<file path="config.mk">
export PLATFORM = sky130hd
export DESIGN_NAME = atop_burst_counter
export DESIGN_NICKNAME = d
export VERILOG_FILES = /design/src/atop_burst_counter.sv
export SDC_FILE = /design/constraint.sdc
export NUM_CORES = 1
export LEC_CHECK = 0
export BUFFER_PORTS_ARGS = -buffer_cell sky130_fd_sc_hd__buf_2
export CAP_MARGIN = 15
export CORE_AREA = 2 2 39 41
export CTS_CLUSTER_SIZE = 24
export DETAILED_ROUTE_END_ITERATION = 12
export DIE_AREA = 0 0 41 43
export PLACE_DENSITY = 0.33
export SKIP_LAST_GASP = 1
export SYNTH_ARGS = -nofsm -noshare
export SYNTH_HDL_FRONTEND = slang
export SYNTH_SLANG_ARGS = --single-unit
</file>
<file path="constraint.sdc">
create_clock -name clk_i -period 2.6 [get_ports clk_i]
set_input_delay 0.26 -clock clk_i [delete_from_list [all_inputs] [get_ports clk_i]]
set_output_delay 0.26 -clock clk_i [all_outputs]
set_load 0.02 [all_outputs]
</file>
<file path="src/atop_burst_counter.sv">
`timescale 1ns/1ns
`default_nettype none

module atop_burst_counter #(
  parameter int unsigned MaxWriteTxns = 4,
  localparam int unsigned CntWidth = $clog2(MaxWriteTxns + 1)
) (
  input  logic                clk_i,
  input  logic                rst_ni,
  // Downstream AW handshake
  input  logic                aw_fire_i,
  // Downstream handshake of a last W beat
  input  logic                w_last_fire_i,
  output logic [CntWidth-1:0] count_o
);

  // Both events together leave the count unchanged
  always_ff @(posedge clk_i or negedge rst_ni) begin
    if (!rst_ni) begin
      count_o <= '0;
    end else begin
      unique case ({aw_fire_i, w_last_fire_i})
        2'b10: count_o <= count_o + 1'b1;
        2'b01: count_o <= count_o - 1'b1;
        default: count_o <= count_o;
      endcase
    end
  end

endmodule

`default_nettype wire

</file>
==> results.md, run 1 <==
* Status: complete, no violations
* Port buffer count at 6
* Peak supply drop at 0.4025 mV
* Slew Viols, Final at 0
* Design Power at 0.2927 mW
* Largest net degree at the start of global routing at 4
* Placeable Area at 1384 um^2
* Std cell rows at 14
* Initial antenna violation count at 0
* Root Buffer: clkbuf_4
* Initial core utilization at 11.03%
* Max-slew headroom at 89.84%
* TNS Setup at 0 ns
* Width of the die at 41 um
* Flops & latches, synth at 3
* Synthesized cell area at 152.6 um^2
* # fillers at 150
* Sequential share of the synthesized area at 49.18%
* Crit-path max FO at 3
* Vias in the first global route at 116
* Global-route wire length before repair at 462 um
* Via Count at 111
* Final Cell Area at 239.0 um^2
* Setup CP Type: reg2reg
* Leading area contributor after synthesis: dfrtp_1
* Area contributors post-synth: dfrtp_1 (49%), fa_1 (13%), xnor2_1 (11%), ha_1 (8.2%), mux2_2 (7.4%)
* CP top delay family: adder cells
* Clock slew at reported path FFs at 0.04 ns
* Yosys cell types at 8
* Via/cell ratio at 2.921
* Cells after synthesis at 11
* Setup crit end kind: register
* Bufs and invs on worst path at 0
* Max stage delay on crit path at 0.44 ns
* Cells along the critical path: fa_1, xnor2_1, nor2_1, xor2_1
* IO Count at 7
* Syn_area_per_cell at 13.88 um^2
* FMAX at 740.2 MHz
* Most common cell after layout, fill and taps aside: buf_2
* Seq. cell area at 75.07 um^2
* Multi-input gate area at 73.82 um^2
* PostCTS Resize Cnt at 0
* Final cycle utilization of the critical path at 51.96%
* Grt ovf at 0
* CP arrival at 1.49 ns
* Final net count at 29
* Routed wire length at 269 um
* Top flop regs: count_o x3
* Most flops, register: count_o
* Post-CTS Setup Repair Bufs at 0
* Max Cap Violations at 0
* Area fraction of the dominant cell type after synthesis at 49.18%
* Largest register FFs at 3
* Reg2Reg Setup Slack at 1.25 ns
* Layout area overhead at 56.56%
* Warnings from Yosys at 0
* Most frequent cells in the layout: buf_2 (6), clkbuf_4 (3), dfrtp_1 (3), xnor2_1 (2)
* Worst-Margin Slew at 0.1524 ns
* DR iter-0 viols at 1
* CTS Buf Count at 3
* Minimum clock period at 1.351 ns
* Hold crit path type: in2async
* Gpl congestion at 0.5092
* Clock Path Buffers at 2
* Lkg Pwr at 0.1136 nW
* WL per Instance at 7.079 um
* CP required at 2.74 ns
* RSZ-0062 raised after global routing: false
* DRT Pass-1 Iters at 2
* Antenna Nets Post-Route at 0
* Layout cells sized above 1 at 45.45%
* Die height at 43 um
* H-tree Lvls at 1
* Final Hold Viols at 0
* PwrDens at 1225 nW/um^2
* CTS tree: yes
* GRT Overall Usage at 4.234%
* ANT cells at 0
* Clock sinks at 3
* Clk_skew at 0.001797 ns
* Die area at 1763 um^2
* Slowest cell on crit path: fa_1
* Syn Nets at 17
* Residual DRC count at 0
* Cell Area, Placed at 202.7 um^2
* Final setup fails at 0
* Worst-Skew Late Latency at 0.22 ns
* Critical Path Start Type: register
## per-layer routing
metal	GRT usage [%]	part of all wire (%)	wire length (um)
met1	5.537	57	152
met2	4.063	27	73
met3	4.712	16	43
met4	2.000	0	0
met5	0	0	0
## final cells by class
class | count | share of cell area [%]
Clock buffer | 4 | 10.99
Inverter | 1 | 1.571
Multi-Input combinational cell | 7 | 30.89
Sequential cell | 3 | 31.41
Tap cell | 16 | 8.377
Timing Repair Buffer | 7 | 16.75
## logic make-up (layout without fill, tap and decap cells)
group / count (synthesis) / in the layout / share of synthesized area (%)
xor+xnor: 3 / 3 / 17.22
fa+ha+maj: 2 / 2 / 21.31
buf+inv: 1 / 12 / 2.457
flops: 3 / 3 / 49.18
mux: 1 / 1 / 7.377
simple gates: 1 / 1 / 2.457
## metrics by stage
step | utilization [%] | instances | hold WS (ns) | worst slack (ns)
floorplan | - | 11 | -0.03559 | 1.213
global placement | 14.65 | 33 | 0.05642 | 1.137
detailed placement | 14.65 | 33 | 0.06154 | 1.129
CTS | 17.27 | 38 | 0.3518 | 1.232
global route | 17.27 | 38 | 0.3652 | 1.174
finish | 17.27 | 38 | 0.3582 | 1.249
## what timing repair did
item	in CTS	in global routing
endpoints found under the hold margin	3	0
hold buffers	1	0
setup endpoints to repair	0	0
## cell usage after synthesis
| master | count |
|---|---|
| ha_1 | 1 |
| inv_1 | 1 |
| nor2_1 | 1 |
| xnor2_1 | 2 |
| mux2_2 | 1 |
| xor2_1 | 1 |
| fa_1 | 1 |
| dfrtp_1 | 3 |
## power breakdown
| part | total, mW | switching (mW) | leakage [nW] | internal, mW |
|---|---|---|---|---|
| Combinational | 0.120 | 0.0655 | 0.0636 | 0.0550 |
| Clock | 0.0782 | 0.0209 | 0.0150 | 0.0573 |
| Sequential | 0.0941 | 0.0216 | 0.0350 | 0.0724 |
## final timing paths
| kind | start | to | cells after the start |
|---|---|---|---|
| min in group clk_i | w_last_fire_i | count_o[0] | 3 |
| worst min-delay path | rst_ni | count_o[1] | 2 |
| worst min register to register | count_o[2] | count_o[2] | 1 |
| max in group asynchronous | rst_ni | count_o[2] | 2 |
| worst max-delay path | count_o[0] | count_o[2] | 4 |
| worst max register to register | count_o[0] | count_o[2] | 4 |
No activity file was read; power rests on OpenSTA's default activity.
==> run 2, diff against run 1 <==
==> constraint.sdc (replaced) <==
create_clock -name clk_i -period 1.31 [get_ports clk_i]
set_input_delay 0.131 -clock clk_i [delete_from_list [all_inputs] [get_ports clk_i]]
set_output_delay 0.131 -clock clk_i [all_outputs]
set_load 0.02 [all_outputs]
==> run 2 against run 1 <==
Combinational power up 130%. Register-to-register slack got worse by 1.2 ns. Utilization rose by 1.4 points. Critical endpoint unchanged. Final cell count increased by 5.3%. Count of clock-buffer cells in the layout unchanged. Power up 120%. Sequential power increased by 110%. Die area unchanged. Cell area up 8.4%. Maximum frequency grew 4.0%. Global-route usage increased by 1.1 points.
==> results.md, run 2 (synthesized netlist as in run 1, its figures left out) <==
* Status: complete, no violations
* CTS tree: yes
* Die area at 1763 um^2
* IO Count at 7
* Design Power at 0.6324 mW
* GRT Overall Usage at 5.348%
* PwrDens at 2442 nW/um^2
* DR iter-0 viols at 0
* Layout cells sized above 1 at 62.50%
* Residual DRC count at 0
* Initial antenna violation count at 0
* Placement Setup Slack at -0.007353 ns
* Minimum clock period at 1.299 ns
* Std cell rows at 14
* Top flop regs: count_o x3
* Clock sinks at 3
* Final setup fails at 0
* Setup crit end kind: register
* CP required at 1.46 ns
* Most flops, register: count_o
* Layout Cells excl Fill at 40
* Via Count at 125
* WL met1 at 160 um
* Root Buffer: clkbuf_4
* Max-slew headroom at 88.34%
* Grt ovf at 0
* Clock Path Buffers at 2
* Final net count at 31
* CTS Buf Count at 3
* Worst-Margin Slew at 0.1736 ns
* Initial core utilization at 11.03%
* Worst-Skew Late Latency at 0.23 ns
* Most frequent cells in the layout: buf_2 (6), clkbuf_4 (3), xnor2_1 (2), dfrtp_2 (2), buf_4 (2)
* Seq. cell area at 77.57 um^2
* Final cycle utilization of the critical path at 99.17%
* Max layer used: met3
* Vias in the first global route at 158
* CP arrival at 1.45 ns
* # fillers at 152
* FMAX at 769.8 MHz
* Critical Path Start Type: register
* Width of the die at 41 um
* Setup CP Type: reg2reg
* Most common cell after layout, fill and taps aside: buf_2
* Multi-input gate area at 76.32 um^2
* Via/cell ratio at 3.125
* Slew Viols, Final at 0
* Placeable Area at 1384 um^2
* Antenna Nets Post-Route at 0
* Clock slew at reported path FFs at 0.04 ns
* DRT Pass-1 Iters at 1
* PostCTS Resize Cnt at 0
* Port buffer count at 6
* Largest register FFs at 3
* Final Hold Viols at 0
* Peak supply drop at 0.9402 mV
* Max Cap Violations at 0
* Hold crit path type: in2async
* H-tree Lvls at 1
* ANT cells at 0
* Routed met2 length at 100 um
* DR WL met3 at 37 um
* Clk_skew at 0.002318 ns
* Crit-path max FO at 2
* Post-CTS Setup Repair Bufs at 0
* Gpl congestion at 0.4775
* Largest net degree at the start of global routing at 4
* Final worst setup slack at 0.01090 ns
* WL per Instance at 7.425 um
* Layout Utilization at 18.72%
* Routed wire length at 297 um
* Global-route wire length before repair at 558 um
* Die height at 43 um
* Placed Cells at 35
* RSZ-0062 raised after global routing: true
* Layout area overhead at 69.67%
* Lkg Pwr at 0.1205 nW
-- run 2: final cells by class --
cell class	instances	share of cell area (%)
timing repair buffer	9	21.26
tap	16	7.729
inverter	1	1.449
sequential	3	29.95
clock buffer	4	10.14
multi-input combinational	7	29.47
-- run 2: through the flow --
stage                      TNS [ns]  instance area, um^2  hold slack (ns)
after floorplan                   0                157.7          -0.1646
after global placement            0                222.7         -0.07405
after detailed placement  -0.007353                222.7         -0.07069
after CTS                 -0.002647                259.0           0.2098
after global routing       -0.04623                259.0           0.2395
final                             0                259.0           0.2178
-- run 2: per-layer routing --
layer | vias up | global-route usage [%]
met1 | 58 | 6.209
li1 | 60 | -
met3 | 0 | 4.712
met2 | 7 | 5.938
met5 | - | 0
met4 | 0 | 4.000
-- run 2: timing repair --
action                     4_1_cts  5_1_grt
hold buffers                     1        0
hold endpoints to repair         3        0
cloned                           0        0
setup endpoints to repair        1        1
-- run 2: path summary, 6_finish.rpt --
check | endpoint | startpoint | slack (ns) | cells past startpoint
min in group clk_i | count_o[0] | w_last_fire_i | 0.30 | 3
max reg2reg | count_o[2] | count_o[0] | 0.01 | 4
max in group asynchronous | count_o[0] | rst_ni | 0.98 | 2
max | count_o[2] | count_o[0] | 0.01 | 4
min reg2reg | count_o[2] | count_o[2] | 0.47 | 1
min | count_o[1] | rst_ni | 0.22 | 2
-- run 2: report_power, final --
| part | leakage, nW | switching (mW) | total, mW | internal, mW |
|---|---|---|---|---|
| Clock | 0.0150 | 0.0453 | 0.159 | 0.114 |
| Sequential | 0.0330 | 0.0436 | 0.194 | 0.150 |
| Combinational | 0.0725 | 0.144 | 0.279 | 0.135 |
| Total | 0.120 | 0.233 | 0.632 | 0.399 |
-- run 2: worst max-delay path, cell delays in order, from the launching register on --
cell and delay [ns]:
dfrtp_2 0.41, fa_2 0.38, xnor2_1 0.13, nor2_1 0.14
xor2_1 0.16
