===== config.mk =====
export PLATFORM = sky130hd
export DESIGN_NAME = atop_r_injector_flat
export DESIGN_NICKNAME = d
export VERILOG_FILES = /design/src/atop_filter_pkg.sv /design/src/atop_cmd_if.sv /design/src/atop_r_injector.sv /design/src/flat_wrapper.sv
export SDC_FILE = /design/constraint.sdc
export NUM_CORES = 1
export LEC_CHECK = 0
export BUFFER_PORTS_ARGS = -buffer_cell sky130_fd_sc_hd__buf_2
export CORE_ASPECT_RATIO = 1.1
export CORE_MARGIN = 2
export CORE_UTILIZATION = 41
export DETAILED_ROUTE_END_ITERATION = 6
export PLACE_DENSITY = 0.85
export SETUP_SLACK_MARGIN = 0.15
export SKIP_CTS_REPAIR_TIMING = 1
export SYNTH_ARGS = -nofsm -noshare
export SYNTH_HDL_FRONTEND = slang
export SYNTH_SLANG_ARGS = --single-unit

===== constraint.sdc =====
create_clock -name clk_i -period 3.6 [get_ports clk_i]
set_clock_uncertainty 0.15 [all_clocks]
set_input_delay 0.54 -clock clk_i [delete_from_list [all_inputs] [get_ports clk_i]]
set_output_delay 0.54 -clock clk_i [all_outputs]
set_load 0.1 [all_outputs]

===== src/atop_filter_pkg.sv =====
`default_nettype none

package atop_filter_pkg;

  // AXI field widths
  localparam int unsigned IdWidth = 4;
  localparam int unsigned AddrWidth = 16;
  localparam int unsigned DataWidth = 32;
  localparam int unsigned LenWidth = 8;
  // One strobe bit per data byte
  localparam int unsigned StrbWidth = DataWidth / 8;

  // Response codes on B and R
  localparam logic [1:0] RESP_OKAY = 2'b00;
  localparam logic [1:0] RESP_SLVERR = 2'b10;

  // Operation kind, found in aw_atop[5:4]
  localparam logic [1:0] ATOP_NONE = 2'b00;
  localparam logic [1:0] ATOP_STORE = 2'b01;
  localparam logic [1:0] ATOP_LOAD = 2'b10;
  localparam logic [1:0] ATOP_SWAP_CMP = 2'b11;

  // Field view of aw_atop
  typedef struct packed {
    logic [1:0] kind;
    // Endianness of the arithmetic, big endian when set
    logic       endian;
    // Operation code within the kind
    logic [2:0] op;
  } atop_fields_t;

  // aw_atop, seen as one word or split into its fields
  typedef union packed {
    logic [5:0]   raw;
    atop_fields_t fields;
  } atop_u;

endpackage

`default_nettype wire


===== src/atop_cmd_if.sv =====
`timescale 1ns/1ns
`default_nettype none

// Command for one injected SLVERR read burst
interface atop_cmd_if
  import atop_filter_pkg::*;
();

  logic                valid;
  logic                ready;
  logic [IdWidth-1:0]  id;
  logic [LenWidth-1:0] len;
  // Command held or burst still going out on R
  logic                pending;

  modport producer (output valid, id, len, input ready, pending);

  modport consumer (input valid, id, len, output ready, pending);

endinterface

`default_nettype wire


===== src/atop_r_injector.sv =====
`timescale 1ns/1ns
`default_nettype none

module atop_r_injector
  import atop_filter_pkg::*;
(
  input  logic                 clk_i,
  input  logic                 rst_ni,
  // R from memory
  input  logic                 mst_r_valid_i,
  input  logic [IdWidth-1:0]   mst_r_id_i,
  input  logic [DataWidth-1:0] mst_r_data_i,
  input  logic [1:0]           mst_r_resp_i,
  input  logic                 mst_r_last_i,
  output logic                 mst_r_ready_o,
  // R toward the master
  input  logic                 slv_r_ready_i,
  output logic                 slv_r_valid_o,
  output logic [IdWidth-1:0]   slv_r_id_o,
  output logic [DataWidth-1:0] slv_r_data_o,
  output logic [1:0]           slv_r_resp_o,
  output logic                 slv_r_last_o,
  atop_cmd_if.consumer         cmd
);

  // Full command register doubles as the inject state
  logic                full_q;
  logic [IdWidth-1:0]  id_q;
  logic [LenWidth-1:0] len_q;
  logic [LenWidth-1:0] beat_q;
  logic                push;
  logic                final_beat;

  assign cmd.ready = !full_q;
  assign cmd.pending = full_q;
  assign push = cmd.valid && !full_q;
  assign final_beat = (beat_q == len_q);

  always_comb begin
    if (full_q) begin
      // Error beats with zero data, memory R stalled
      mst_r_ready_o = 1'b0;
      slv_r_valid_o = 1'b1;
      slv_r_id_o = id_q;
      slv_r_data_o = '0;
      slv_r_resp_o = RESP_SLVERR;
      slv_r_last_o = final_beat;
    end else begin
      mst_r_ready_o = slv_r_ready_i;
      slv_r_valid_o = mst_r_valid_i;
      slv_r_id_o = mst_r_id_i;
      slv_r_data_o = mst_r_data_i;
      slv_r_resp_o = mst_r_resp_i;
      slv_r_last_o = mst_r_last_i;
    end
  end

  always_ff @(posedge clk_i or negedge rst_ni) begin
    if (!rst_ni) begin
      full_q <= 1'b0;
      beat_q <= '0;
    end else if (push) begin
      full_q <= 1'b1;
      beat_q <= '0;
    end else if (full_q && slv_r_ready_i) begin
      // Final beat taken frees the register
      if (final_beat) begin
        full_q <= 1'b0;
      end else begin
        beat_q <= beat_q + 1'b1;
      end
    end
  end

  always_ff @(posedge clk_i) begin
    if (push) begin
      id_q <= cmd.id;
      len_q <= cmd.len;
    end
  end

endmodule

`default_nettype wire


===== src/flat_wrapper.sv =====
// flat-port wrapper written by rule: the top's interface ports become plain ports
module atop_r_injector_flat import atop_filter_pkg::*;
  (clk_i, rst_ni, mst_r_valid_i, mst_r_id_i, mst_r_data_i, mst_r_resp_i, mst_r_last_i, mst_r_ready_o, slv_r_ready_i, slv_r_valid_o, slv_r_id_o, slv_r_data_o, slv_r_resp_o, slv_r_last_o, cmd_valid, cmd_id, cmd_len, cmd_ready, cmd_pending);
  atop_cmd_if cmd_i ();
  input  logic clk_i;
  input  logic rst_ni;
  input  logic mst_r_valid_i;
  input  logic [IdWidth-1:0] mst_r_id_i;
  input  logic [DataWidth-1:0] mst_r_data_i;
  input  logic [1:0] mst_r_resp_i;
  input  logic mst_r_last_i;
  output logic mst_r_ready_o;
  input  logic slv_r_ready_i;
  output logic slv_r_valid_o;
  output logic [IdWidth-1:0] slv_r_id_o;
  output logic [DataWidth-1:0] slv_r_data_o;
  output logic [1:0] slv_r_resp_o;
  output logic slv_r_last_o;
  input wire logic [$bits(cmd_i.valid)-1:0] cmd_valid;
  input wire logic [$bits(cmd_i.id)-1:0] cmd_id;
  input wire logic [$bits(cmd_i.len)-1:0] cmd_len;
  output wire logic [$bits(cmd_i.ready)-1:0] cmd_ready;
  output wire logic [$bits(cmd_i.pending)-1:0] cmd_pending;
  assign cmd_i.valid = cmd_valid;
  assign cmd_i.id = cmd_id;
  assign cmd_i.len = cmd_len;
  assign cmd_ready = cmd_i.ready;
  assign cmd_pending = cmd_i.pending;
  atop_r_injector u_core (.clk_i(clk_i), .rst_ni(rst_ni), .mst_r_valid_i(mst_r_valid_i), .mst_r_id_i(mst_r_id_i), .mst_r_data_i(mst_r_data_i), .mst_r_resp_i(mst_r_resp_i), .mst_r_last_i(mst_r_last_i), .mst_r_ready_o(mst_r_ready_o), .slv_r_ready_i(slv_r_ready_i), .slv_r_valid_o(slv_r_valid_o), .slv_r_id_o(slv_r_id_o), .slv_r_data_o(slv_r_data_o), .slv_r_resp_o(slv_r_resp_o), .slv_r_last_o(slv_r_last_o), .cmd(cmd_i));
endmodule

==> results by group <==
CTS
  – Clock-pin slew on the worst setup and hold paths: 0.11 ns
  – Clock buffer depth: 2
  – CTS tree: built
  – Cts bufs inserted: 3
  – Root Buffer: clkbuf_4
  – CTS sink count: 21
  – # H-tree levels: 1
  – Clock Latency Late Sink: 0.29 ns

Logic synthesis
  – Mapped Avg Cell Area: just over 10 um2
  – Post-synth EDFFs: 12
  – Adder-Cell Fraction of Synth Area: between 1 and 1.5%
  – Yosys cell types: 26
  – Simple-Gate Fraction of Synth Area: between 20% and 30%
  – Top-count cell post-synth: nor2b_1
  – Largest family of logic cells by synthesized area: simple AND/OR/NAND/NOR gates
  – Syn nets: 174
  – Share of the synthesized area in the top cell type: between 20 and 30%
  – Asr flop ratio synth: ~43%
  – Synth Area in XOR/XNOR: under 10%
  – Multiplexer area fraction after synthesis: between 8 and 9%
  – Seq/Total Area, Yosys: roughly half
  – Leading area contributor after synthesis: edfxtp_1
  – Synth Area in Compound Gates: 3.43%
  – Post-synth top cells: 34 x nor2b_1, 14 x nand2_1, 12 x edfxtp_1
  – Yosys reg bits: 21
  – Cells after Synth: between 100 and 150
  – Area contributors post-synth: edfxtp_1 30%, dfrtp_1 19%, nor2b_1 18%, xor2_1 5.8%, mux2_2 4.7%
  – Top_reg_cell synth: edfxtp_1
  – Yosys warning total: 0
  – Post-Syn Area: 1200 um2

Worst setup path
  – R2R Setup Slk: between 1.5 and 2 ns
  – Critical path class: flip-flop to output pin
  – CP bufs+invs: 1
  – Worst R2R Start: u_core.beat_q[4]$_DFFE_PN0P_
  – Critical path depth: 5
  – Crit-path cells: xor2_1 > nor4_1 > and2_4 > mux2_2 > buf_2
  – CP max-delay cell: nor4_1
  – RR Endpoint: u_core.beat_q[3]$_DFFE_PN0P_
  – Startpoint Class: flip-flop
  – Worst path arrival time: 2.19 ns
  – Crit-path leading delay family: simple AND/OR/NAND/NOR gates
  – Reg2Reg Depth: 5
  – CP Data Required Time: 2.91 ns
  – Launch point of the worst path: u_core.beat_q[4]$_DFFE_PN0P_
  – Worst-path maximum fanout: 5
  – Max stage delay on crit path: around 0.46 ns
  – Crit. End Element: output pin

Finish
  – ANT cells: 0
  – Storage cell area: 586 um2
  – Fillcell total: between 200 and 300
  – # nets final: roughly 280
  – Design area: around 1800 um2
  – Share of layout cells above drive strength 1: 52.1%
  – Final core occ: 63.6%
  – Area of the multi-input gates: roughly 590 um2
  – P&R area growth vs syn: 46.7%

Min path
  – Worst hold start: cmd_len[0]
  – Hold EP: u_core.len_q[0]$_DFFE_PP_
  – Hold Crit Depth: 1
  – HP Class: input port to flip-flop

Routing
  – Drt first-iter violations: 29
  – DRC viols: 0
  – Post-Route WL: 2980 um
  – Antenna-violating nets left: 0
  – DRT Pass-1 Iters: 4
  – Wirelength per Cell: approximately 12 um
  – Vias: roughly 1100
  – Via density: 4.58

Global routing
  – GRT overflow: 0
  – Largest net degree at the start of global routing: 21
  – All-Layer GR Usage: 17.5%
  – First-pass GRT wire length: approximately 4600 um
  – Vias in the first global route: 986
  – Initial antenna violation count: 0

Run
  – Maxcap violations: 0

Timing
  – RSZ-0062 raised after global routing: false
  – F_max: about 350 MHz
  – Slew Limit Headroom: between 60% and 70%
  – Total Neg Setup Slack: 0 ns
  – Tmin final: 2.88 ns
  – Worst-Margin Slew: 0.508 ns
  – Hold slack: ~0.26 ns
  – Final period utilization: 80.0%
  – Hold Vio Cnt, Final: 0
  – Final slew viol count: 0
  – Setup-failing EPs final: 0

Floorplan
  – Die Footprint: 3390 um2
  – Cell Rows: 20
  – Die X-Extent: approximately 56 um
  – Core area: between 2000 and 3000 um2
  – Starting Density: ~43%
  – I/O pins: 99
  – Die height: just over 60 um

Power and ir drop
  – PwrDens: roughly 370 nW/um2
  – Sequential share of power: between 50% and 60%
  – Total internal power: ~420 uW
  – Clk pwr share: 16.2%
  – Leakage: around 0.00095 uW
  – Total power: between 600 and 700 uW
  – Switching power total: roughly 230 uW
  – Logic pwr share: between 30 and 40%
  – Sw frac: between 30% and 40%
  – Worst VDD drop: approximately 0.37 mV

Outcome
  – Status: finished, final reports clean

Placed design
  – DP Area: approximately 1700 um2
  – HPWL after DPL: 2500 um
  – I/O Buffers: slightly below 100
  – GPL Wtd Cong: between 0.7 and 0.8
sequential cells by signal, summed over array words and instances, names as in the netlist:
signal and cells:
u_core.id_q 4, u_core.len_q 8, u_core.beat_q 8, u_core.cmd.pending 1
routing by layer:
layer,vias up,share of wire (%),global-route usage [%]
met5,-,0,0
met4,0,0.70,7.32
met3,2,11,6.40
met2,60,50,30.3
met1,491,37,19.9
li1,591,-,-
worst register-to-register path, cell delays in order (launching register included):
cell,delay [ns]
dfrtp_1,0.45
xor2_1,0.18
nor4_1,0.46
a21oi_2,0.23
nand4_1,0.16
mux2i_1,0.19
logic make-up after synthesis:
family                   after synthesis
flip-flops                            21
multiplexers                          10
buffers and inverters                  7
AO/OA/AOI/OAI                          6
AND/OR/NAND/NOR                       63
XOR/XNOR                               9
adder cells (fa/ha/maj)                1
stage by stage:
stage | setup WS [ns] | instances
final | 0.718 | 250
after global routing | 0.603 | 250
after CTS | 0.720 | 249
after detailed placement | 1.07 | 245
after global placement | 1.13 | 245
after floorplan | 0.303 | 117
worst max-delay path by stage:
stage,to,slack [ns]
floorplan,mst_r_ready_o,0.30
global placement,slv_r_last_o,1.13
detailed placement,slv_r_last_o,1.07
CTS,slv_r_last_o,0.72
global route,slv_r_last_o,0.60
finish,slv_r_last_o,0.72
layout by cell type (no fill, tap or decap), drive strengths merged:
cell type / instances
o21ai: 1
a31oi: 1
nor2b: 34
xnor2: 1
buf: 100
clkbuf: 4
dfrtp: 9
mux2: 5
dlygate4sd3: 1
nand3: 2
nor2: 3
xor2: 8
ha: 1
or4: 1
nand4: 2
and3: 2
mux2i: 5
inv: 2
o211ai: 1
nand2: 14
or2: 2
nor4: 2
a21oi: 2
a31o: 1
and2: 1
edfxtp: 12
power groups by stage:
stage	clock (uW)	combinational (uW)	sequential, uW
after CTS	111	202	344
final	106	200	346
after global placement	0	197	345
after floorplan	0	149	338
after detailed placement	0	202	348
after global routing	123	228	352
area by class of cell:
class | count | share of cell area [%]
clock buffers | 4 | 1.49
multi-input cells | 89 | 33.5
well taps | 33 | 2.34
flip-flops and latches | 21 | 33.1
repair buffers | 101 | 29.2
inverters | 2 | 0.425
No activity file was read; power rests on OpenSTA's default activity.
