**src/atop_filter_pkg.sv**
```systemverilog
`default_nettype none

package atop_filter_pkg;

  // AXI field widths
  localparam int unsigned IdWidth = 4;
  localparam int unsigned AddrWidth = 16;
  localparam int unsigned DataWidth = 32;
  localparam int unsigned LenWidth = 8;
  // One strobe bit per data byte
  localparam int unsigned StrbWidth = DataWidth / 8;

  // Response codes on B and R
  localparam logic [1:0] RESP_OKAY = 2'b00;
  localparam logic [1:0] RESP_SLVERR = 2'b10;

  // Operation kind, found in aw_atop[5:4]
  localparam logic [1:0] ATOP_NONE = 2'b00;
  localparam logic [1:0] ATOP_STORE = 2'b01;
  localparam logic [1:0] ATOP_LOAD = 2'b10;
  localparam logic [1:0] ATOP_SWAP_CMP = 2'b11;

  // Field view of aw_atop
  typedef struct packed {
    logic [1:0] kind;
    // Endianness of the arithmetic, big endian when set
    logic       endian;
    // Operation code within the kind
    logic [2:0] op;
  } atop_fields_t;

  // aw_atop, seen as one word or split into its fields
  typedef union packed {
    logic [5:0]   raw;
    atop_fields_t fields;
  } atop_u;

endpackage

`default_nettype wire

```
**src/atop_cmd_if.sv**
```systemverilog
`timescale 1ns/1ns
`default_nettype none

// Command for one injected SLVERR read burst
interface atop_cmd_if
  import atop_filter_pkg::*;
();

  logic                valid;
  logic                ready;
  logic [IdWidth-1:0]  id;
  logic [LenWidth-1:0] len;
  // Command held or burst still going out on R
  logic                pending;

  modport producer (output valid, id, len, input ready, pending);

  modport consumer (input valid, id, len, output ready, pending);

endinterface

`default_nettype wire

```
**src/atop_write_fsm.sv**
```systemverilog
`timescale 1ns/1ns
`default_nettype none

module atop_write_fsm
  import atop_filter_pkg::*;
#(
  parameter int unsigned MaxWriteTxns = 4,
  localparam int unsigned CntWidth = $clog2(MaxWriteTxns + 1)
) (
  input  logic                clk_i,
  input  logic                rst_ni,
  // Upstream write channels
  input  logic                slv_aw_valid_i,
  input  logic [IdWidth-1:0]  slv_aw_id_i,
  input  logic [LenWidth-1:0] slv_aw_len_i,
  input  atop_u               slv_aw_atop_i,
  output logic                slv_aw_ready_o,
  input  logic                slv_w_valid_i,
  input  logic                slv_w_last_i,
  output logic                slv_w_ready_o,
  input  logic                slv_b_ready_i,
  output logic                slv_b_valid_o,
  output logic [IdWidth-1:0]  slv_b_id_o,
  output logic [1:0]          slv_b_resp_o,
  // Downstream handshakes
  output logic                mst_aw_valid_o,
  input  logic                mst_aw_ready_i,
  output logic                mst_w_valid_o,
  input  logic                mst_w_ready_i,
  input  logic                mst_b_valid_i,
  input  logic [IdWidth-1:0]  mst_b_id_i,
  input  logic [1:0]          mst_b_resp_i,
  output logic                mst_b_ready_o,
  // Outstanding downstream write bursts
  input  logic [CntWidth-1:0] wr_count_i,
  atop_cmd_if.producer        cmd
);

  localparam logic [CntWidth-1:0] MaxCnt = CntWidth'(MaxWriteTxns);

  typedef enum logic [2:0] {
    PASS,
    BLOCK_AW,
    ABSORB_W,
    INJECT_B,
    WAIT_R
  } state_e;

  state_e             state_q, state_d;
  logic [IdWidth-1:0] id_q;
  logic               aw_atomic;
  logic               w_last_beat;

  // Any nonzero atop word marks an atomic operation
  assign aw_atomic = slv_aw_valid_i && (slv_aw_atop_i.raw != '0);
  assign w_last_beat = slv_w_valid_i && slv_w_last_i;

  // Read command always describes the AW on the slave port
  assign cmd.id = slv_aw_id_i;
  assign cmd.len = slv_aw_len_i;

  always_comb begin
    // No AW or W handshake unless a state allows one
    mst_aw_valid_o = 1'b0;
    slv_aw_ready_o = 1'b0;
    mst_w_valid_o = 1'b0;
    slv_w_ready_o = 1'b0;
    // B from memory passes by default
    mst_b_ready_o = slv_b_ready_i;
    slv_b_valid_o = mst_b_valid_i;
    slv_b_id_o = mst_b_id_i;
    slv_b_resp_o = mst_b_resp_i;
    cmd.valid = 1'b0;
    state_d = state_q;

    unique case (state_q)
      PASS: begin
        // AW passes until the outstanding limit is reached
        if (wr_count_i < MaxCnt) begin
          mst_aw_valid_o = slv_aw_valid_i;
          slv_aw_ready_o = mst_aw_ready_i;
        end
        // W only follows an AW that is already downstream
        if (wr_count_i != '0) begin
          mst_w_valid_o = slv_w_valid_i;
          slv_w_ready_o = mst_w_ready_i;
        end
        if (aw_atomic) begin
          // Atomic AW never reaches memory
          mst_aw_valid_o = 1'b0;
          slv_aw_ready_o = cmd.ready;
          if (cmd.ready) begin
            // Atomic stores get a B only
            cmd.valid = (slv_aw_atop_i.fields.kind != ATOP_STORE);
            if (wr_count_i != '0) begin
              state_d = BLOCK_AW;
            end else begin
              // Nothing outstanding, so these W beats belong to the ATOP
              mst_w_valid_o = 1'b0;
              slv_w_ready_o = 1'b1;
              state_d = w_last_beat ? INJECT_B : ABSORB_W;
            end
          end
        end
      end

      BLOCK_AW: begin
        // Drain W of the earlier bursts first
        if (wr_count_i != '0) begin
          mst_w_valid_o = slv_w_valid_i;
          slv_w_ready_o = mst_w_ready_i;
        end else begin
          slv_w_ready_o = 1'b1;
          state_d = w_last_beat ? INJECT_B : ABSORB_W;
        end
      end

      ABSORB_W: begin
        slv_w_ready_o = 1'b1;
        if (w_last_beat) begin
          state_d = INJECT_B;
        end
      end

      INJECT_B: begin
        // Memory B waits while the error response goes out
        mst_b_ready_o = 1'b0;
        slv_b_valid_o = 1'b1;
        slv_b_id_o = id_q;
        slv_b_resp_o = RESP_SLVERR;
        if (slv_b_ready_i) begin
          state_d = cmd.pending ? WAIT_R : PASS;
        end
      end

      WAIT_R: begin
        // Injected R burst must finish before the next ATOP
        if (!cmd.pending) begin
          state_d = PASS;
        end
      end

      default: state_d = PASS;
    endcase
  end

  always_ff @(posedge clk_i or negedge rst_ni) begin
    if (!rst_ni) begin
      state_q <= PASS;
    end else begin
      state_q <= state_d;
    end
  end

  // ID of the absorbed AW, for the injected B
  always_ff @(posedge clk_i) begin
    if (aw_atomic && slv_aw_ready_o) begin
      id_q <= slv_aw_id_i;
    end
  end

endmodule

`default_nettype wire

```
**src/flat_wrapper.sv**
```systemverilog
// flat-port wrapper written by rule: the top's interface ports become plain ports
module atop_write_fsm_flat import atop_filter_pkg::*;
#(
  parameter int unsigned MaxWriteTxns = 4,
  localparam int unsigned CntWidth = $clog2(MaxWriteTxns + 1)
)
  (clk_i, rst_ni, slv_aw_valid_i, slv_aw_id_i, slv_aw_len_i, slv_aw_atop_i, slv_aw_ready_o, slv_w_valid_i, slv_w_last_i, slv_w_ready_o, slv_b_ready_i, slv_b_valid_o, slv_b_id_o, slv_b_resp_o, mst_aw_valid_o, mst_aw_ready_i, mst_w_valid_o, mst_w_ready_i, mst_b_valid_i, mst_b_id_i, mst_b_resp_i, mst_b_ready_o, wr_count_i, cmd_valid, cmd_id, cmd_len, cmd_ready, cmd_pending);
  atop_cmd_if cmd_i ();
  input  logic clk_i;
  input  logic rst_ni;
  input  logic slv_aw_valid_i;
  input  logic [IdWidth-1:0] slv_aw_id_i;
  input  logic [LenWidth-1:0] slv_aw_len_i;
  input  atop_u slv_aw_atop_i;
  output logic slv_aw_ready_o;
  input  logic slv_w_valid_i;
  input  logic slv_w_last_i;
  output logic slv_w_ready_o;
  input  logic slv_b_ready_i;
  output logic slv_b_valid_o;
  output logic [IdWidth-1:0] slv_b_id_o;
  output logic [1:0] slv_b_resp_o;
  output logic mst_aw_valid_o;
  input  logic mst_aw_ready_i;
  output logic mst_w_valid_o;
  input  logic mst_w_ready_i;
  input  logic mst_b_valid_i;
  input  logic [IdWidth-1:0] mst_b_id_i;
  input  logic [1:0] mst_b_resp_i;
  output logic mst_b_ready_o;
  input  logic [CntWidth-1:0] wr_count_i;
  output wire logic [$bits(cmd_i.valid)-1:0] cmd_valid;
  output wire logic [$bits(cmd_i.id)-1:0] cmd_id;
  output wire logic [$bits(cmd_i.len)-1:0] cmd_len;
  input wire logic [$bits(cmd_i.ready)-1:0] cmd_ready;
  input wire logic [$bits(cmd_i.pending)-1:0] cmd_pending;
  assign cmd_valid = cmd_i.valid;
  assign cmd_id = cmd_i.id;
  assign cmd_len = cmd_i.len;
  assign cmd_i.ready = cmd_ready;
  assign cmd_i.pending = cmd_pending;
  atop_write_fsm #(.MaxWriteTxns(MaxWriteTxns)) u_core (.clk_i(clk_i), .rst_ni(rst_ni), .slv_aw_valid_i(slv_aw_valid_i), .slv_aw_id_i(slv_aw_id_i), .slv_aw_len_i(slv_aw_len_i), .slv_aw_atop_i(slv_aw_atop_i), .slv_aw_ready_o(slv_aw_ready_o), .slv_w_valid_i(slv_w_valid_i), .slv_w_last_i(slv_w_last_i), .slv_w_ready_o(slv_w_ready_o), .slv_b_ready_i(slv_b_ready_i), .slv_b_valid_o(slv_b_valid_o), .slv_b_id_o(slv_b_id_o), .slv_b_resp_o(slv_b_resp_o), .mst_aw_valid_o(mst_aw_valid_o), .mst_aw_ready_i(mst_aw_ready_i), .mst_w_valid_o(mst_w_valid_o), .mst_w_ready_i(mst_w_ready_i), .mst_b_valid_i(mst_b_valid_i), .mst_b_id_i(mst_b_id_i), .mst_b_resp_i(mst_b_resp_i), .mst_b_ready_o(mst_b_ready_o), .wr_count_i(wr_count_i), .cmd(cmd_i));
endmodule
```
**config.mk**
```make
export PLATFORM = sky130hd
export DESIGN_NAME = atop_write_fsm_flat
export DESIGN_NICKNAME = d
export VERILOG_FILES = /design/src/atop_filter_pkg.sv /design/src/atop_cmd_if.sv /design/src/atop_write_fsm.sv /design/src/flat_wrapper.sv
export SDC_FILE = /design/constraint.sdc
export NUM_CORES = 1
export LEC_CHECK = 0
export ABC_AREA = 1
export BUFFER_PORTS_ARGS = -buffer_cell sky130_fd_sc_hd__buf_4
export CAP_MARGIN = 30
export CORE_MARGIN = 3
export CORE_UTILIZATION = 39
export CTS_BUF_LIST = sky130_fd_sc_hd__clkbuf_16
export DETAILED_ROUTE_END_ITERATION = 6
export PLACE_DENSITY = 0.8
export SLEW_MARGIN = 20
export SYNTH_ARGS = -nofsm -noshare
export SYNTH_HDL_FRONTEND = slang
export SYNTH_SLANG_ARGS = --single-unit
```
**constraint.sdc**
```tcl
create_clock -name clk_i -period 2.46 [get_ports clk_i]
set_input_delay 0.246 -clock clk_i [delete_from_list [all_inputs] [get_ports clk_i]]
set_output_delay 0.246 -clock clk_i [all_outputs]
set_load 0.01 [all_outputs]
```
==> metrics.yaml, run 1 <==
placement:
  post-dp-hpwl_um: 1470
  place_worst_setup_slack_ns: 0.977
  portBuffers: 46
  routabilityCongestion: 0.775
drt:
  via_count: 786
  routedWlPerCell_um: 10.6
  detail_route.wirelength_um: 1820
  antenna_violating_nets_post_route: 0
  detail_route.iter0.violations: 21
  detail_route.first_pass.iterations: 4
  route.detailed.vias_per_inst: 4.60
  detail_route.drc_violations: 0
logic_synthesis:
  ys_seq_elements: 7
  ys_seq_area_frac: 0.280
  synthesized_netlist_cell_count: 108
  synthDominantCellAreaShare: 0.172
  synth_cell_types: 21
  post_synth_instance_area_um2: 698
  synthDominantAreaCellType: "sky130_fd_sc_hd__edfxtp_1"
  syn_nets: 146
  synthesis.area_per_instance_um2: 6.46
  yosys_warnings: 0
  synth_area_leaders: "sky130_fd_sc_hd__edfxtp_1, sky130_fd_sc_hd__nand2_1, sky130_fd_sc_hd__buf_4"
sta:
  final_hold_viol_count: 0
  worst_slew_margin_rel: 0.834
  clock.fmax_ghz: 0.572
  rsz_0062_raised_after_global_routing: "false"
  totalNegativeSetupSlack_ns: 0
  max_slew.worst_pin.slew_ns: 0.249
  post-route-min-period_ns: 1.75
  slew_viol_final: 0
  min_hold_slack_ns: 0.199
  post_route_worst_setup_slack_ns: 0.712
  timing.clock.skew_ns: 0.00138
  final.period_utilization: 0.711
  setup_viol: 0
worst_setup_path:
  critical_path_peak_fanout: 5
  worst_ep_arrival_time_ns: 1.50
  critPathCaptureType: "primary output"
  worst_setup_path_start_kind: "register"
  criticalPathCategory: "reg -> out"
  worst-endpoint-required_ns: 2.21
clocking:
  cts_setup_buffers: 0
  cts_buf_count: 3
  clock_latency_ns: 0.23
  clock_pin_slew_reported_for_the_worst_setup_and_hold_paths_after_clock_tree_synthesis_ns: 0.04
  cts_max_path_buffers: 2
  cts.htree.levels: 1
  cts_tree: "built"
  tritoncts_num_sinks: 7
  post_cts_gate_resize_count: 0
  clock-root-buffer: "sky130_fd_sc_hd__clkbuf_16"
global_route:
  global_route_wire_length_before_repair_um: 3040
  antenna_found_initial: 0
  grt_pass1_vias: 715
  grt_max_degree: 11
  global_route.usage.total: 0.162
  globalRoute.totalOverflow: 0
min_path:
  holdCritPathClass: "in -> reg"
power:
  leakagePower_nw: 0.640
  combinationalPowerShare: 0.556
  p_switching_mw: 0.433
  power_switching_share: 0.410
  p_clk_frac: 0.266
  power.sequential.fraction: 0.178
  cell_pwr_density_nw_per_um2: 983
  intPower_mw: 0.622
  power.ir.vdd_worst_uv: 630
status:
  outcome: "completed"
run:
  drv.max_cap_violation_count: 0
finish:
  syn2layout_area_growth_pct: 53.8
  nFillCells: 139
  nets: 186
  drive_above_1_share: 0.435
  register_area_um2: 195
  multi_input_gate_area_um2: 342
  antennaDiodeCount: 0
floorplanning:
  coreArea_um2: 1590
  placement_rows: 14
  num_io_pins: 63
  fp.dieArea_um2: 2330
  die_w_um: 48.3
  initial_standard_cell_utilization_of_the_core: 0.438
  dieHeight_um: 48.3
==> sequential cells by signal (all words and copies together), names as in the netlist <==
signal,flops
u_core.id_q,4
u_core.state_q,3
==> worst max-delay path: stages (launching register included) <==
cell	delay [ns]
sky130_fd_sc_hd__dfrtp_1	0.44
sky130_fd_sc_hd__nor2_1	0.23
sky130_fd_sc_hd__nand2_1	0.12
sky130_fd_sc_hd__inv_2	0.11
sky130_fd_sc_hd__nand2_2	0.10
sky130_fd_sc_hd__o21ai_1	0.14
sky130_fd_sc_hd__buf_4	0.13
==> synth_stat cells <==
cell,n
sky130_fd_sc_hd__inv_2,3
sky130_fd_sc_hd__nand4_1,2
sky130_fd_sc_hd__o21ai_0,1
sky130_fd_sc_hd__nand2_4,1
sky130_fd_sc_hd__nor2_1,10
sky130_fd_sc_hd__clkinv_1,1
sky130_fd_sc_hd__inv_1,15
sky130_fd_sc_hd__buf_4,12
sky130_fd_sc_hd__nand3_2,2
sky130_fd_sc_hd__nand2_1,30
sky130_fd_sc_hd__nor2_2,2
sky130_fd_sc_hd__a21oi_1,3
sky130_fd_sc_hd__a21boi_0,1
sky130_fd_sc_hd__dfrtp_1,3
sky130_fd_sc_hd__edfxtp_1,4
sky130_fd_sc_hd__nand3_1,10
sky130_fd_sc_hd__nand2_2,3
sky130_fd_sc_hd__o21ai_1,1
sky130_fd_sc_hd__or2_2,2
sky130_fd_sc_hd__o211a_1,1
sky130_fd_sc_hd__nor2_4,1
==> per-layer routing <==
layer / track usage / share of wire
met4: 0.0616 / 0.013
met3: 0.0368 / 0.080
met2: 0.287 / 0.52
met5: 0 / 0
met1: 0.189 / 0.38
==> through the flow <==
step,area (um2),std cells,total power [mW],utilization
6_report,1070,171,1.06,0.673
5_1_grt,1070,171,1.14,0.673
4_1_cts,1070,171,1.06,0.673
3_5_place_dp,983,166,0.770,0.617
3_3_place_gp,983,166,0.760,0.617
2_1_floorplan,698,108,0.571,-
==> cell type report <==
class | instances | area share
Timing Repair Buffer | 47 | 0.331
Clock buffer | 3 | 0.0699
Multi-Input combinational cell | 70 | 0.318
Inverter | 19 | 0.0664
Tap cell | 24 | 0.0280
Sequential cell | 7 | 0.182
Clock inverter | 1 | 0.00466
==> cell families (layout without fill, tap and decap cells) <==
logic type             Yosys count  after routing  share of synthesized area
and+or+nand+nor                 63             63                      0.428
buffers and inverters           31             70                      0.231
AOI/OAI and AO/OA                7              7                     0.0609
DFF                              7              7                      0.280
==> power by group through the flow <==
stage | clock network [mW] | registers [mW] | logic, mW
floorplan | 0 | 0.182 | 0.389
global placement | 0 | 0.185 | 0.575
detailed placement | 0 | 0.188 | 0.582
CTS | 0.284 | 0.187 | 0.592
global route | 0.292 | 0.193 | 0.655
finish | 0.280 | 0.188 | 0.587
==> cells in the final DEF (no fill, tap or decap) <==
master / netlist / layout
sky130_fd_sc_hd__nand2_2: 3 / 3
sky130_fd_sc_hd__nand3_2: 2 / 2
sky130_fd_sc_hd__buf_4: 12 / 46
sky130_fd_sc_hd__inv_1: 15 / 15
sky130_fd_sc_hd__o21ai_0: 1 / 1
sky130_fd_sc_hd__nor2_1: 10 / 10
sky130_fd_sc_hd__a21oi_1: 3 / 3
sky130_fd_sc_hd__clkbuf_16: 0 / 3
sky130_fd_sc_hd__o21ai_1: 1 / 1
sky130_fd_sc_hd__o211a_1: 1 / 1
sky130_fd_sc_hd__nand2_1: 30 / 30
sky130_fd_sc_hd__a21boi_0: 1 / 1
sky130_fd_sc_hd__dfrtp_1: 3 / 3
sky130_fd_sc_hd__nor2_2: 2 / 2
sky130_fd_sc_hd__inv_2: 3 / 3
sky130_fd_sc_hd__edfxtp_1: 4 / 4
sky130_fd_sc_hd__nand4_1: 2 / 2
sky130_fd_sc_hd__nand3_1: 10 / 10
sky130_fd_sc_hd__nand2_4: 1 / 1
sky130_fd_sc_hd__or2_2: 2 / 2
sky130_fd_sc_hd__dlygate4sd3_1: 0 / 1
sky130_fd_sc_hd__clkinv_2: 0 / 1
sky130_fd_sc_hd__clkinv_1: 1 / 1
sky130_fd_sc_hd__nor2_4: 1 / 1
==> what timing repair did <==
item | in CTS | in global routing
hold buffers | 1 | 0
endpoints found under the hold margin | 3 | 0
endpoints found under the setup margin | 0 | 0
==> path summary, 6_finish.rpt <==
path,end,depth (start not counted),from,slack [ns]
max,slv_aw_ready_o,6,u_core.state_q[1]$_DFFE_PN0P_,0.71
max in group asynchronous,u_core.state_q[1]$_DFFE_PN0P_,2,rst_ni,2.03
min,u_core.id_q[3]$_DFFE_PP_,1,slv_aw_id_i[3],0.20
max reg2reg,u_core.id_q[3]$_DFFE_PP_,5,u_core.state_q[1]$_DFFE_PN0P_,1.03
min in group asynchronous,u_core.state_q[2]$_DFFE_PN0P_,2,rst_ni,0.34
min reg2reg,u_core.state_q[1]$_DFFE_PN0P_,2,u_core.state_q[1]$_DFFE_PN0P_,0.62
Note: power is estimated with default switching activity, not from simulation.
==> inputs of run 2 (changes only) <==
--- a/config.mk
+++ b/config.mk
@@ -5,14 +5,14 @@
 export SDC_FILE = /design/constraint.sdc
 export NUM_CORES = 1
 export LEC_CHECK = 0
-export ABC_AREA = 1
+export ABC_AREA = 0
 export BUFFER_PORTS_ARGS = -buffer_cell sky130_fd_sc_hd__buf_4
 export CAP_MARGIN = 30
 export CORE_MARGIN = 3
-export CORE_UTILIZATION = 39
+export CORE_UTILIZATION = 36
 export CTS_BUF_LIST = sky130_fd_sc_hd__clkbuf_16
 export DETAILED_ROUTE_END_ITERATION = 6
-export PLACE_DENSITY = 0.8
+export PLACE_DENSITY = 0.76
 export SLEW_MARGIN = 20
 export SYNTH_ARGS = -nofsm -noshare
 export SYNTH_HDL_FRONTEND = slang
==> constraint.sdc (replaced) <==
create_clock -name clk_i -period 1.8 [get_ports clk_i]
set_input_delay 0.18 -clock clk_i [delete_from_list [all_inputs] [get_ports clk_i]]
set_output_delay 0.18 -clock clk_i [all_outputs]
set_load 0.01 [all_outputs]
==> run 2 against run 1 <==
  * Clock-buffer cell count is the same
  * Synthesized cell count is 31% lower
  * Critical endpoint is now mst_aw_valid_o
  * Utilization down 7.3 points
  * Clock skew rose by 0.0025 ns
  * Largest cell class unchanged
  * Highest routed layer unchanged
  * Worst setup slack lost 0.58 ns
  * Wire length decreased by 2.9%
  * Die area up 4.4%
  * Synthesized area fell by 3.0%
==> metrics.yaml, run 2 <==
status:
  outcome: "completed"
sta:
  slew_viol_final: 0
  min_hold_slack_ns: 0.135
  totalNegativeSetupSlack_ns: 0
  final_hold_viol_count: 0
  final.period_utilization: 0.925
  clock.fmax_ghz: 0.601
  rsz_0062_raised_after_global_routing: "false"
  setup_viol: 0
  worst_slew_margin_rel: 0.789
  max_slew.worst_pin.slew_ns: 0.315
  post-route-min-period_ns: 1.66
  timing.clock.skew_ns: 0.00387
logic_synthesis:
  synth_ff_type: "sky130_fd_sc_hd__edfxtp_1"
  ys_seq_area_frac: 0.288
  synth_enable_flop_cells: 4
  synth_area_leaders: "sky130_fd_sc_hd__edfxtp_1, sky130_fd_sc_hd__buf_4, sky130_fd_sc_hd__dfrtp_1"
  async_reset_ff_frac: 0.429
  synthDominantAreaCellType: "sky130_fd_sc_hd__edfxtp_1"
  synth_cell_types: 33
  synthesized_netlist_cell_count: 74
  synthDominantCellAreaShare: 0.177
  yosys_warnings: 0
  synthMostInstantiatedCell: "sky130_fd_sc_hd__buf_4"
  post_synth_instance_area_um2: 677
  netlist_top_cells_count: "sky130_fd_sc_hd__buf_4, sky130_fd_sc_hd__nand2b_1, sky130_fd_sc_hd__nor2_1"
  synthesis.area_per_instance_um2: 9.15
  syn_nets: 112
  ys_seq_elements: 7
clocking:
  cts.htree.levels: 1
  cts_max_path_buffers: 2
  cts_setup_buffers: 0
  tritoncts_num_sinks: 7
  cts_buf_count: 3
  cts_tree: "built"
  clock_latency_ns: 0.23
  clock_pin_slew_reported_for_the_worst_setup_and_hold_paths_after_clock_tree_synthesis_ns: 0.04
  clock-root-buffer: "sky130_fd_sc_hd__clkbuf_16"
floorplanning:
  die_w_um: 49.4
  coreArea_um2: 1750
  num_io_pins: 63
  fp.dieArea_um2: 2440
  dieHeight_um: 49.4
  initial_standard_cell_utilization_of_the_core: 0.388
  placement_rows: 15
finish:
  highest_count_cells_in_the_layout_ignoring_fill_and_taps: "sky130_fd_sc_hd__buf_4, sky130_fd_sc_hd__nor2_1, sky130_fd_sc_hd__inv_1, sky130_fd_sc_hd__nand2b_1"
  largest_register: "u_core.id_q"
  syn2layout_area_growth_pct: 54.7
  layout_commonest_cell: "sky130_fd_sc_hd__buf_4"
  layout_top_registers: "u_core.id_q x4, u_core.state_q x3"
  antennaDiodeCount: 0
  nets: 151
  drive_above_1_share: 0.554
  largest_register_ff_count: 4
power:
  p_clk_frac: 0.288
  leakagePower_nw: 0.497
  p_switching_mw: 0.449
  cell_pwr_density_nw_per_um2: 1250
  power.sequential.fraction: 0.182
  power.ir.vdd_worst_uv: 955
  power_switching_share: 0.344
  combinationalPowerShare: 0.530
  intPower_mw: 0.858
drt:
  via_count: 679
  antenna_violating_nets_post_route: 0
  routedWlPerCell_um: 12.9
  route.detailed.vias_per_inst: 4.96
  detail_route.first_pass.iterations: 4
  detail_route.drc_violations: 0
  detail_route.iter0.violations: 22
  detail_route.wirelength_um: 1770
worst_setup_path:
  crit_path_start: "u_core.state_q[2]$_DFFE_PN0P_"
  worst_ep_arrival_time_ns: 1.48
  worst_setup_path_start_kind: "register"
  worst_r2r_startpoint: "u_core.state_q[2]$_DFFE_PN0P_"
  criticalPathCategory: "reg -> out"
  critical_path_peak_fanout: 10
  setup.reg_to_reg.worst_slack_ns: 0.32
  worst-endpoint-required_ns: 1.62
  critPathCaptureType: "primary output"
global_route:
  globalRoute.totalOverflow: 0
  grt_pass1_vias: 664
  grt_max_degree: 14
  global_route_wire_length_before_repair_um: 2900
  antenna_found_initial: 0
  global_route.usage.total: 0.156
min_path:
  min-delay-start: "slv_aw_id_i[2]"
  holdCritPathClass: "in -> reg"
placement:
  portBuffers: 46
  routabilityCongestion: 0.791
  post-dp-hpwl_um: 1410
run:
  drv.max_cap_violation_count: 0
## run 2: changes by cell type in the layout (fill, tap and decap cells not counted), sizes merged, moves of 3 or more
cell,before,now
mux2,0,4
nor2,13,5
nand2,34,3
a31oi,0,3
nand3,12,2
nand2b,0,5
nor3,0,3
inv,18,5
## run 2: worst max-delay path, cell delays in order (launching register included)
cell and delay (ns):
sky130_fd_sc_hd__dfrtp_1 0.47, sky130_fd_sc_hd__or3_4 0.40, sky130_fd_sc_hd__nor4_1 0.21, sky130_fd_sc_hd__buf_4 0.17
## run 2: final timing paths
kind / endpoint / cells past startpoint
worst max-delay path: mst_aw_valid_o / 3
worst min-delay path: u_core.id_q[2]$_DFFE_PP_ / 1
worst max register to register: u_core.id_q[1]$_DFFE_PP_ / 2
worst min register to register: u_core.state_q[0]$_DFFE_PN0P_ / 1
max in group asynchronous: u_core.state_q[0]$_DFFE_PN0P_ / 2
min in group asynchronous: u_core.state_q[2]$_DFFE_PN0P_ / 2
## run 2: cell families after synthesis
kind of cell           share of synthesized area
DFF                                        0.288
muxes                                     0.0665
AOI/OAI and AO/OA                          0.192
and+or+nand+nor                            0.268
buffers and inverters                      0.185
## run 2: stage by stage
stage | std cells | util | cell area (um2) | setup WS (ns) | total power, mW
finish | 137 | 0.600 | 1050 | 0.135 | 1.31
global route | 137 | 0.600 | 1050 | 0.0559 | 1.39
CTS | 137 | 0.600 | 1050 | 0.130 | 1.31
detailed placement | 132 | 0.549 | 958 | 0.293 | 0.930
global placement | 132 | 0.549 | 958 | 0.321 | 0.919
floorplan | 74 | - | 677 | 0.264 | 0.705
## run 2: power groups by stage
stage / clock network, mW / logic [mW] / registers [mW]
2_1_floorplan: 0 / 0.469 / 0.236
3_3_place_gp: 0 / 0.681 / 0.239
3_5_place_dp: 0 / 0.690 / 0.240
4_1_cts: 0.377 / 0.696 / 0.238
5_1_grt: 0.390 / 0.755 / 0.244
6_report: 0.376 / 0.692 / 0.238
## run 2: cell type report
type | instances | area [um2]
Tap cell | 25 | 31.3
Inverter | 4 | 15.0
Timing Repair Buffer | 49 | 370
Clock buffer | 3 | 75.1
Clock inverter | 1 | 3.75
Fill cell | 158 | 698
Multi-Input combinational cell | 48 | 357
Sequential cell | 7 | 195
## run 2: layer usage
layer | global-route usage | share of wire | vias up
li1 | - | - | 335
met4 | 0.0948 | 0.020 | 0
met3 | 0.0550 | 0.078 | 8
met5 | 0 | 0 | -
met1 | 0.171 | 0.36 | 305
met2 | 0.257 | 0.54 | 31
## run 2: what timing repair did
| item | in CTS | in global routing |
|---|---|---|
| endpoints found under the hold margin | 3 | 0 |
| hold buffers | 1 | 0 |
| resized for setup | 0 | 0 |
